[src/common/vlane_pkg.sv]
// lane types only; 32-bit elements, three units, opcode values are not a RISC-V encoding
package vlane_pkg;

  localparam int FU_W      = 2;   // unit select width on the issue port
  localparam int OP_W      = 4;   // opcode width within a unit
  localparam int DIV_STEPS = 32;  // one quotient bit per step

  typedef logic [31:0] word_t;  // element operand and result

  // target unit of an issued operation
  typedef enum logic [FU_W-1:0] {
    ARITH = 2'd0,
    MUL   = 2'd1,
    DIV   = 2'd2
  } fu_type_t;

  // opcode, decoded by whichever unit is started
  typedef enum logic [OP_W-1:0] {
    VADD = 4'd0,
    VSUB = 4'd1,
    VAND = 4'd2,
    VOR  = 4'd3,
    VXOR = 4'd4,
    VMIN = 4'd5,   // signed
    VMAX = 4'd6,   // signed
    VMUL = 4'd7,   // low word
    VDIV = 4'd8,   // signed quotient
    VREM = 4'd9    // signed remainder
  } vop_t;

  // divider FSM
  typedef enum logic [1:0] {
    IDLE = 2'd0,
    NORM = 2'd1,   // abs values, signs
    ITER = 2'd2,   // shift-subtract steps
    FIX  = 2'd3    // sign fixup, result out
  } div_state_t;

endpackage

[src/common/vlane_if.sv]
// dispatch to unit bus; one start strobe at a time, operands stable until the next accept
interface vlane_if;

  // operation payload, held by dispatch between accepts
  vlane_pkg::word_t opa;
  vlane_pkg::word_t opb;
  vlane_pkg::vop_t  op;

  // one-cycle unit starts, mutually exclusive
  logic start_arith;
  logic start_mul;
  logic start_div;

  // dispatch side drives everything
  modport dispatch (
    output opa,
    output opb,
    output op,
    output start_arith,
    output start_mul,
    output start_div
  );

  // units only read
  modport unit (
    input opa,
    input opb,
    input op,
    input start_arith,
    input start_mul,
    input start_div
  );

endinterface

[src/lane/varith_unit.sv]
// fixed two-cycle latency ALU, accepts a start every cycle; overflow flagged for add/sub only
module varith_unit (
  input  logic             CLK,
  input  logic             nRST,
  vlane_if.unit            vif,
  output logic             valid,
  output vlane_pkg::word_t result,
  output logic             exception
);

  vlane_pkg::word_t sum;    // add or sub, per opcode
  logic             s1_valid;
  vlane_pkg::vop_t  s1_op;
  vlane_pkg::word_t s1_a;
  vlane_pkg::word_t s1_b;
  vlane_pkg::word_t s1_sum;
  vlane_pkg::word_t s1_and;
  vlane_pkg::word_t s1_or;
  vlane_pkg::word_t s1_xor;
  logic             s1_lt;  // a < b signed

  assign sum = (vif.op == vlane_pkg::VSUB) ? vif.opa - vif.opb : vif.opa + vif.opb;

  // valid pipe
  always_ff @(posedge CLK or negedge nRST) begin
    if (!nRST) begin
      s1_valid <= 1'b0;
      valid    <= 1'b0;
    end else begin
      s1_valid <= vif.start_arith;
      valid    <= s1_valid;
    end
  end

  // stage one, raw results
  always_ff @(posedge CLK) begin
    s1_op  <= vif.op;
    s1_a   <= vif.opa;
    s1_b   <= vif.opb;
    s1_sum <= sum;
    s1_and <= vif.opa & vif.opb;
    s1_or  <= vif.opa | vif.opb;
    s1_xor <= vif.opa ^ vif.opb;
    s1_lt  <= $signed(vif.opa) < $signed(vif.opb);
  end

  // stage two, opcode select and overflow from sign bits
  always_ff @(posedge CLK) begin
    exception <= 1'b0;
    case (s1_op)
      vlane_pkg::VADD: begin
        result    <= s1_sum;
        exception <= (s1_a[31] == s1_b[31]) && (s1_sum[31] != s1_a[31]);
      end
      vlane_pkg::VSUB: begin
        result    <= s1_sum;
        exception <= (s1_a[31] != s1_b[31]) && (s1_sum[31] != s1_a[31]);
      end
      vlane_pkg::VAND: result <= s1_and;
      vlane_pkg::VOR:  result <= s1_or;
      vlane_pkg::VXOR: result <= s1_xor;
      vlane_pkg::VMIN: result <= s1_lt ? s1_a : s1_b;
      vlane_pkg::VMAX: result <= s1_lt ? s1_b : s1_a;
      default:         result <= '0;  // not an ALU op
    endcase
  end

endmodule

[src/lane/vdiv_unit.sv]
// iterative signed divider, one op at a time, DIV_STEPS + 3 cycles; x/0 gives -1 or x with exception
module vdiv_unit (
  input  logic             CLK,
  input  logic             nRST,
  vlane_if.unit            vif,
  output logic             valid,
  output vlane_pkg::word_t result,
  output logic             exception,
  output logic             done
);

  typedef logic [$clog2(vlane_pkg::DIV_STEPS)-1:0] step_t;

  vlane_pkg::div_state_t state;
  step_t                 step;      // iteration count
  logic                  zero_dvs;  // divisor is zero
  vlane_pkg::word_t      quo;       // dividend in, quotient out
  vlane_pkg::word_t      rem;       // partial remainder
  vlane_pkg::word_t      dvs;       // abs divisor
  vlane_pkg::word_t      dvd_orig;  // for x/0 remainder
  logic                  neg_q;     // operand signs differ
  logic                  neg_r;     // dividend negative
  logic                  is_rem;
  logic                  div_zero;
  logic [32:0]           rem_sh;    // shifted remainder, one extra bit
  logic [32:0]           diff;      // trial subtract, msb is borrow

  assign zero_dvs = (vif.opb == '0);
  assign rem_sh   = {rem, quo[31]};
  assign diff     = rem_sh - {1'b0, dvs};
  assign done     = valid;          // done and valid are one strobe

  // FSM and step counter
  always_ff @(posedge CLK or negedge nRST) begin
    if (!nRST) begin
      state <= vlane_pkg::IDLE;
      step  <= '0;
      valid <= 1'b0;
    end else begin
      valid <= 1'b0;
      case (state)
        vlane_pkg::IDLE: if (vif.start_div) state <= vlane_pkg::NORM;
        vlane_pkg::NORM: begin
          step  <= '0;
          state <= zero_dvs ? vlane_pkg::FIX : vlane_pkg::ITER;  // x/0 skips the loop
        end
        vlane_pkg::ITER: begin
          step <= step + 1'b1;
          if (step == step_t'(vlane_pkg::DIV_STEPS - 1))
            state <= vlane_pkg::FIX;
        end
        vlane_pkg::FIX: begin
          valid <= 1'b1;
          state <= vlane_pkg::IDLE;
        end
        default: state <= vlane_pkg::IDLE;
      endcase
    end
  end

  // datapath
  always_ff @(posedge CLK) begin
    case (state)
      vlane_pkg::NORM: begin
        neg_q    <= vif.opa[31] ^ vif.opb[31];
        neg_r    <= vif.opa[31];
        is_rem   <= (vif.op == vlane_pkg::VREM);
        div_zero <= zero_dvs;
        dvd_orig <= vif.opa;
        quo      <= vif.opa[31] ? -vif.opa : vif.opa;  // -2^31 stays 0x80000000, fine unsigned
        dvs      <= vif.opb[31] ? -vif.opb : vif.opb;
        rem      <= '0;
      end
      vlane_pkg::ITER: begin
        if (!diff[32]) begin  // fits, keep difference
          rem <= diff[31:0];
          quo <= {quo[30:0], 1'b1};
        end else begin        // restore
          rem <= rem_sh[31:0];
          quo <= {quo[30:0], 1'b0};
        end
      end
      vlane_pkg::FIX: begin
        exception <= div_zero;
        if (div_zero)
          result <= is_rem ? dvd_orig : '1;
        else if (is_rem)
          result <= neg_r ? -rem : rem;  // remainder follows dividend
        else
          result <= neg_q ? -quo : quo;  // truncates toward zero
      end
      default: ;
    endcase
  end

endmodule

[src/lane/vmul_unit.sv]
// two-cycle signed multiply, low 32 bits only; no high word, never raises an exception
module vmul_unit (
  input  logic             CLK,
  input  logic             nRST,
  vlane_if.unit            vif,
  output logic             valid,
  output vlane_pkg::word_t result
);

  logic             s1_valid;  // stage one start flag
  vlane_pkg::word_t s1_a;      // registered multiplicand
  vlane_pkg::word_t s1_b;      // registered multiplier

  // valid pipe, matches the ALU depth so results stay in order
  always_ff @(posedge CLK or negedge nRST) begin
    if (!nRST) begin
      s1_valid <= 1'b0;
      valid    <= 1'b0;
    end else begin
      s1_valid <= vif.start_mul;
      valid    <= s1_valid;
    end
  end

  // stage one
  // operands registered every cycle, so a new op may start each clock
  always_ff @(posedge CLK) begin
    s1_a <= vif.opa;
    s1_b <= vif.opb;
  end

  // stage two
  // product sized to the result word, keeps the low half only
  // low half is the same for signed and unsigned operands
  always_ff @(posedge CLK) begin
    result <= $signed(s1_a) * $signed(s1_b);
  end

endmodule

[src/verilog/lane_dispatch.sv]
// issue is a one-cycle strobe with no back-pressure; dropped while busy, busy only covers DIV
module lane_dispatch (
  input  logic                 CLK,
  input  logic                 nRST,
  input  logic                 issue,
  input  vlane_pkg::fu_type_t  fu_type,
  input  vlane_pkg::vop_t      op,
  input  vlane_pkg::word_t     opa,
  input  vlane_pkg::word_t     opb,
  input  logic                 div_done,
  output logic                 busy,
  vlane_if.dispatch            vif
);

  logic                accept;
  logic                acc_q;    // accepted last edge
  vlane_pkg::fu_type_t fu_q;
  vlane_pkg::vop_t     op_q;
  vlane_pkg::word_t    opa_q;
  vlane_pkg::word_t    opb_q;

  assign accept = issue & ~busy;  // strobes under busy are lost

  // control, accept flag and busy
  always_ff @(posedge CLK or negedge nRST) begin
    if (!nRST) begin
      acc_q <= 1'b0;
      busy  <= 1'b0;
    end else begin
      acc_q <= accept;
      if (div_done)
        busy <= 1'b0;  // falls with result_valid rising
      else if (accept && fu_type == vlane_pkg::DIV)
        busy <= 1'b1;  // high the cycle after accept
    end
  end

  // capture on accept
  always_ff @(posedge CLK) begin
    if (accept) begin
      fu_q  <= fu_type;
      op_q  <= op;
      opa_q <= opa;
      opb_q <= opb;
    end
  end

  // decoded start strobes, second register stage
  always_ff @(posedge CLK or negedge nRST) begin
    if (!nRST) begin
      vif.start_arith <= 1'b0;
      vif.start_mul   <= 1'b0;
      vif.start_div   <= 1'b0;
    end else begin
      vif.start_arith <= acc_q && fu_q == vlane_pkg::ARITH;
      vif.start_mul   <= acc_q && fu_q == vlane_pkg::MUL;
      vif.start_div   <= acc_q && fu_q == vlane_pkg::DIV;
    end
  end

  // payload moves with its start, held until the next one
  always_ff @(posedge CLK) begin
    if (acc_q) begin
      vif.op  <= op_q;
      vif.opa <= opa_q;
      vif.opb <= opb_q;
    end
  end

endmodule

[src/verilog/lane_writeback.sv]
// at most one unit valid per cycle is assumed, no arbitration; outputs hold between strobes
module lane_writeback (
  input  logic             CLK,
  input  logic             nRST,
  input  logic             arith_valid,
  input  vlane_pkg::word_t arith_result,
  input  logic             arith_exception,
  input  logic             mul_valid,
  input  vlane_pkg::word_t mul_result,
  input  logic             div_valid,
  input  vlane_pkg::word_t div_result,
  input  logic             div_exception,
  output logic             result_valid,
  output vlane_pkg::word_t result,
  output logic             exception
);

  logic             any_valid;
  vlane_pkg::word_t sel_result;
  logic             sel_exception;

  assign any_valid = arith_valid | mul_valid | div_valid;

  // result mux, exclusive by construction
  always_comb begin
    sel_result    = div_result;
    sel_exception = div_exception;
    if (arith_valid) begin
      sel_result    = arith_result;
      sel_exception = arith_exception;
    end else if (mul_valid) begin
      sel_result    = mul_result;
      sel_exception = 1'b0;  // multiplier never flags
    end
  end

  // lane output register
  always_ff @(posedge CLK or negedge nRST) begin
    if (!nRST) begin
      result_valid <= 1'b0;
      result       <= '0;
      exception    <= 1'b0;
    end else begin
      result_valid <= any_valid;
      if (any_valid) begin  // hold otherwise
        result    <= sel_result;
        exception <= sel_exception;
      end
    end
  end

endmodule

[src/verilog/vector_lane.sv]
// single lane, ARITH/MUL/DIV only; result 4 cycles after accept for ARITH/MUL, issue ignored while busy
module vector_lane (
  input  logic                CLK,
  input  logic                nRST,
  input  logic                issue,
  input  vlane_pkg::fu_type_t fu_type,
  input  vlane_pkg::vop_t     op,
  input  vlane_pkg::word_t    opa,
  input  vlane_pkg::word_t    opb,
  output logic                busy,
  output logic                result_valid,
  output vlane_pkg::word_t    result,
  output logic                exception
);

  vlane_if lane_bus ();  // dispatch to units

  logic             arith_valid, arith_exception;
  vlane_pkg::word_t arith_result;
  logic             mul_valid;
  vlane_pkg::word_t mul_result;
  logic             div_valid, div_exception, div_done;
  vlane_pkg::word_t div_result;

  lane_dispatch dispatch_inst (
    .CLK, .nRST, .issue, .fu_type, .op, .opa, .opb,
    .div_done, .busy, .vif(lane_bus)
  );

  varith_unit arith_inst (
    .CLK, .nRST, .vif(lane_bus),
    .valid(arith_valid), .result(arith_result), .exception(arith_exception)
  );

  vmul_unit mul_inst (
    .CLK, .nRST, .vif(lane_bus),
    .valid(mul_valid), .result(mul_result)
  );

  vdiv_unit div_inst (
    .CLK, .nRST, .vif(lane_bus),
    .valid(div_valid), .result(div_result), .exception(div_exception), .done(div_done)
  );

  lane_writeback writeback_inst (
    .CLK, .nRST,
    .arith_valid, .arith_result, .arith_exception,
    .mul_valid, .mul_result,
    .div_valid, .div_result, .div_exception,
    .result_valid, .result, .exception
  );

endmodule
[config.mk]
export PLATFORM = sky130hd
export DESIGN_NAME = vector_lane
export DESIGN_NICKNAME = d
export VERILOG_FILES = /design/src/common/vlane_pkg.sv /design/src/common/vlane_if.sv /design/src/lane/varith_unit.sv /design/src/lane/vdiv_unit.sv /design/src/lane/vmul_unit.sv /design/src/verilog/lane_dispatch.sv /design/src/verilog/lane_writeback.sv /design/src/verilog/vector_lane.sv
export SDC_FILE = /design/constraint.sdc
export NUM_CORES = 2
export LEC_CHECK = 0
export BUFFER_PORTS_ARGS = -buffer_cell sky130_fd_sc_hd__buf_2
export CORE_ASPECT_RATIO = 1.4
export CORE_MARGIN = 8
export CORE_UTILIZATION = 30
export CTS_BUF_LIST = sky130_fd_sc_hd__clkbuf_16
export CTS_CLUSTER_SIZE = 8
export DETAILED_ROUTE_END_ITERATION = 8
export GPL_ROUTABILITY_DRIVEN = 1
export GPL_TIMING_DRIVEN = 1
export PLACE_DENSITY = 0.5
export SETUP_SLACK_MARGIN = 0.5
export SKIP_LAST_GASP = 1
export SLEW_MARGIN = 20
export SYNTH_ARGS = -nofsm -noshare
export SYNTH_HDL_FRONTEND = slang
export SYNTH_SLANG_ARGS = --single-unit
[constraint.sdc]
create_clock -name CLK -period 7.7 [get_ports CLK]
set_input_delay 1.54 -clock CLK [delete_from_list [all_inputs] [get_ports CLK]]
set_output_delay 1.54 -clock CLK [all_outputs]
set_load 0.01 [all_outputs]
Yosys cells after proc, flatten, opt, wreduce, memory -nomap -nowiden

Index checks and enable logic that the tools add are counted.

Bits of input ports: 73
Register bits: 616
Output and inout port bits: 35
Word-level logic and storage cells: 124

Muxes and demuxes: 28
Magnitude comparators: 1
Bitwise operators: 8
Eq/ne operators: 20
$add $sub $neg: 8
Reduce and logical (&&, ||, !) cells: 14
Multiply operators: 1

Operators with widths:

| cell                                                            | count |
|---|---|
| 32-bit two-way mux                                              | 12 |
| 32-bit one-hot mux with 6 select lines                          | 1 |
| 32-bit negation                                                 | 4 |
| 32-bit one-hot mux with 2 select lines                          | 2 |
| 33-bit by 32-bit subtractor with 33-bit output                  | 1 |
| 32-bit adder                                                    | 1 |
| 32-bit AND                                                      | 1 |
| 32-bit logical NOT                                              | 1 |
| 32-bit less-than comparator                                     | 1 |
| 32-bit by 32-bit multiplier with 32-bit output                  | 1 |
| 32-bit OR                                                       | 1 |
| 32-bit subtractor                                               | 1 |
| 32-bit bitwise XOR                                              | 1 |
| 31-bit two-way mux                                              | 1 |
| 4-bit by 3-bit == test with 1-bit output, second input constant | 3 |
| 5-bit one-hot mux with 2 select lines                           | 1 |
| 2-bit == test, second input constant                            | 4 |
| 4-bit by 1-bit == test with 1-bit output, second input constant | 2 |
| 4-bit by 2-bit == test with 1-bit output, second input constant | 2 |
| 2-bit one-hot mux with 4 select lines                           | 1 |
| 1-bit two-way mux                                               | 7 |
| 1-bit logical AND                                               | 6 |
| 5-bit by 1-bit adder with 5-bit output, second input constant   | 1 |
| 5-bit == test, second input constant                            | 1 |
| other kinds (17)                                                | 23 |

Depth between registers and ports, before layout

Word-level depth: 5
Depth in mapped cells: 28
Gate-level depth less buffers: 26

Modules after synthesis

From an unflattened synthesis, not the netlist that was laid out.

Cells, all modules: 4556
Area, all modules: 46605.9 um^2

By module, submodules not included:

| module         | cells each | instances | area each (um^2) |
|---|---|---|---|
| vmul_unit      | 1938       | 1         | 18402.6 |
| vdiv_unit      | 1118       | 1         | 11148.2 |
| varith_unit    | 1162       | 1         | 10801.6 |
| lane_dispatch  | 151        | 1         | 4315.4 |
| lane_writeback | 187        | 1         | 1938.1 |

Worst setup path before layout

Ideal clock, no wire load.

Path kind: reg-to-reg
From: register mul_inst.s1_b[4]
To: register mul_inst.result[30]
Required time: 7.575 ns
Period minus slack after synthesis: 6.643 ns
Setup time: 0.125 ns
Path buffers: 2
Cell stages (with the launch flop): 26
Arrival: 6.518 ns
Setup slack: 1.057 ns
Cell sequence: dfxtp_1 clkbuf_1 clkbuf_1 and2_1 fa_1 fa_1 inv_1 fa_1 fa_1 inv_1 fa_1 inv_1 fa_1 inv_1 fa_1 fa_1 ha_1 nand2_1 nor2_1 nand3_1 nor2_1 nor2_1 a31o_2 o31ai_1 a221oi_1 xnor2_1

Cells in the longest elaborated chain, start to end: 1

Ends and longest elaborated chain:

| what                                           | line            | RTL |
|---|---|---|
| start, declared                                | vmul_unit.sv:12 | `vlane_pkg::word_t s1_b;` |
| start signal, assigned                         | vmul_unit.sv:29 | `s1_b <= vif.opb;` |
| 32-bit by 32-bit multiplier with 32-bit output | vmul_unit.sv:36 | `result <= $signed(s1_a) * $signed(s1_b);` |
| end signal, assigned                           | vmul_unit.sv:36 |  |
| end, declared                                  | vmul_unit.sv:7  | `output vlane_pkg::word_t result` |

No other way between the ends.
A chain may end at the register's enable or synchronous reset.

Worst setup path in the final report

From: register mul_inst.s1_b[3]
To: register mul_inst.result[31]

Same word-level chain as after synthesis.

==> impl_results.md <==
- Clock insertion delay at the later pin of the skew report: 710 ps
- Netlist cell types: 77
- TritonCTS buffer count: 90
- Port buffer count: 107
- Critical path cell sequence: buf_4, and2_1, fa_1, fa_1, inv_1, fa_1, fa_1, inv_1, fa_1, inv_1, fa_1, inv_1, fa_1, fa_1, ha_1, a2111oi_0, o21ai_0, o311ai_0, o221ai_2, a21oi_1, a211o_1, o21ai_1, xnor2_1
- Die X: 341 µm
- Final hold violation count: 0
- Most used cell, CP: fa_1
- Root Driver: clkbuf_16
- Initial antenna violation count: 12
- Setup crit start kind: flop
- Hold_buf cts: 0
- Htree depth: 3
- CTS tree: built
- Rel. slew slack: 0.221
- Crit Path Max Fanout: 14
- Stages on the worst setup path: 23
- # setup viols final: 0
- Total clock sinks: 614
- GRT Total Usage: 0.169
- Die height: 470 µm
- Ys async rst share: 0.0831
- Critical Path End Type: flop
- Most common cell after layout, fill and taps aside: inv_1
- Fmax: 0.144 GHz
- WP buf/inv: 5
- Fillers: 15000
- I/O pin cnt: 108
- Total gr overflow: 0
- Largest net degree at the start of global routing: 76
- Initial DRC Count: 1772
- Total negative slack: 0 ps
- Max cap viols: 0
- Vias: 30900
- Top-area cell type share of the netlist area: 0.205
- Hold WC Path Type: flop to flop
- Multi-input gate area: 25700 µm²
- R2R depth: 23
- Vias per inst: 4.78
- Area occupied by registers: 15600 µm²
- Outcome: finished, final reports clean
- DRC: 0
- Setup bufs post-CTS: 0
- RSZ-0062 raised after global routing: yes
- Synth warn: 0
- Max stage delay cell, worst path: fa_1
- Worst path required time: 8260 ps
- Yosys reg bits: 614
- Hold path cells: 0
- CP delay by family, top: adder cells
- First drt pass iteration count: 7
- Core footprint: 147000 µm²
- Sequential area share after synthesis: 0.352
- Max clock buf depth: 3
- Area leader, netlist: edfxtp_1
- Post-synth EDFFs: 302
- Slew @ Worst Pin: 1160 ps
- Synth Net Count: 5136
- Average size of a mapped cell: 10.1 µm²
- Max-slew violation count: 0
- DR WL/cell: 21.4 µm
- Most used DFF post-synth: edfxtp_1
- Vias in the first global route: 32800
- Top cells by area, synth: edfxtp_1, fa_1, dfxtp_1
- Area Growth Syn to Fin: 12.8%
- Final WL: 138 mm
- Period utilisation layout: 0.904
- Layout cell share with drive strength beyond 1: 0.0796
- Routability cong.: 0.940
- Tmin final: 6960 ps
- Synth Instances: 4364
- First-pass GRT wire length: 206 mm
- Most frequent cells in the layout: inv_1, nand2_1, fa_1
- Clock skew: 46.6 ps
- Post-Syn Area: 44300 µm²
- Post-DP HPWL: 110 mm
- Slowest Stage Delay on Critical Path: 550 ps
- Critical path class: flop to flop
- Rows: 167
- Starting Density: 0.300
- Nets: 5218
- Die ar.: 160000 µm²
- DRT antenna net count: 0
- Arr. time, crit path: 7520 ps
- Clock Pin Slew Worst Setup and Hold Paths: 50 ps
## synth_stat cells (19+ instances only)
master,n
nor3_1,37
inv_1,626
edfxtp_1,302
xnor2_1,205
clkbuf_1,194
ha_1,288
a21oi_1,138
a21o_1,29
o211ai_1,38
nor2_1,159
mux2i_1,147
fa_1,411
xor2_1,54
nand3_1,36
o21ai_0,210
dfxtp_1,261
dfrtp_1,51
a22oi_1,33
a221oi_1,36
nand4_1,20
o31ai_1,47
and2_1,324
nand2b_1,24
o41ai_1,19
nand2_1,431
## flip-flops by register name, indices dropped and copies added, names as in the netlist, 32 cells and up
name                   count
mul_inst.result           32
arith_inst.s1_and         32
mul_inst.s1_a             32
dispatch_inst.opa_q       32
dispatch_inst.opb_q       32
div_inst.dvs              32
arith_inst.s1_or          32
dispatch_inst.vif.opb     32
div_inst.result           32
mul_inst.s1_b             32
div_inst.rem              32
arith_inst.s1_sum         32
writeback_inst.result     32
dispatch_inst.vif.opa     32
div_inst.quo              32
arith_inst.result         32
## routing by layer
metal  share of wire  track usage  wire length, µm
met3           0.035       0.0204             4790
met2            0.52        0.316            72400
met4           0.039       0.0637             5350
met5               0            0                0
met1            0.40        0.195            55400
## cell families (layout without fill, tap and decap cells)
kind of cell,count (synthesis),count (layout),synth area share
compound gates,675,675,0.0975
fa+ha+maj,699,699,0.267
mux,150,150,0.0340
flops,614,614,0.352
xor+xnor,259,259,0.0512
buf+inv,834,979,0.0708
other cells,0,4,0
simple gates,1133,1133,0.127
## cell type report
cell class / instances / share of cell area
antenna: 4 / 0.000201
clock buffer: 93 / 0.0466
clock inverter: 62 / 0.00632
inverter: 626 / 0.0471
multi-input combinational: 2916 / 0.514
sequential: 614 / 0.312
tap: 1943 / 0.0487
timing repair buffer: 198 / 0.0247
## worst paths after layout
path | slack [ps] | endpoint | from
hold reg to reg | 350 | arith_inst.s1_valid | dispatch_inst.vif.start_arith
min in group asynchronous | 1000 | div_inst.step[2] | nRST
setup / recovery | 740 | mul_inst.result[31] | mul_inst.s1_b[3]
setup reg to reg | 740 | mul_inst.result[31] | mul_inst.s1_b[3]
hold / removal | 350 | arith_inst.s1_valid | dispatch_inst.vif.start_arith
max in group asynchronous | 6120 | dispatch_inst.acc_q | nRST
## stage by stage
step / hold slack [ps] / cells / cell area (µm²) / setup slack [ps] / utilization
after CTS: 347 / 6452 / 49900 / 548 / 0.339
after floorplan: 331 / 4364 / 44300 / 1060 / -
after detailed placement: 335 / 6297 / 47200 / 254 / 0.321
after global routing: 351 / 6454 / 49900 / 456 / 0.339
final: 346 / 6456 / 49900 / 740 / 0.339
after global placement: 333 / 6297 / 47200 / 487 / 0.321
## timing repair
item                                   CTS  global route
resized for setup                        6            10
endpoints found under the hold margin    0             0
setup endpoints to repair                4             5
pin swaps                                0             1
gates cloned                             0             0
Power is not shown: default switching activity piles up to over one toggle a cycle in this logic, so the estimate is an artifact.
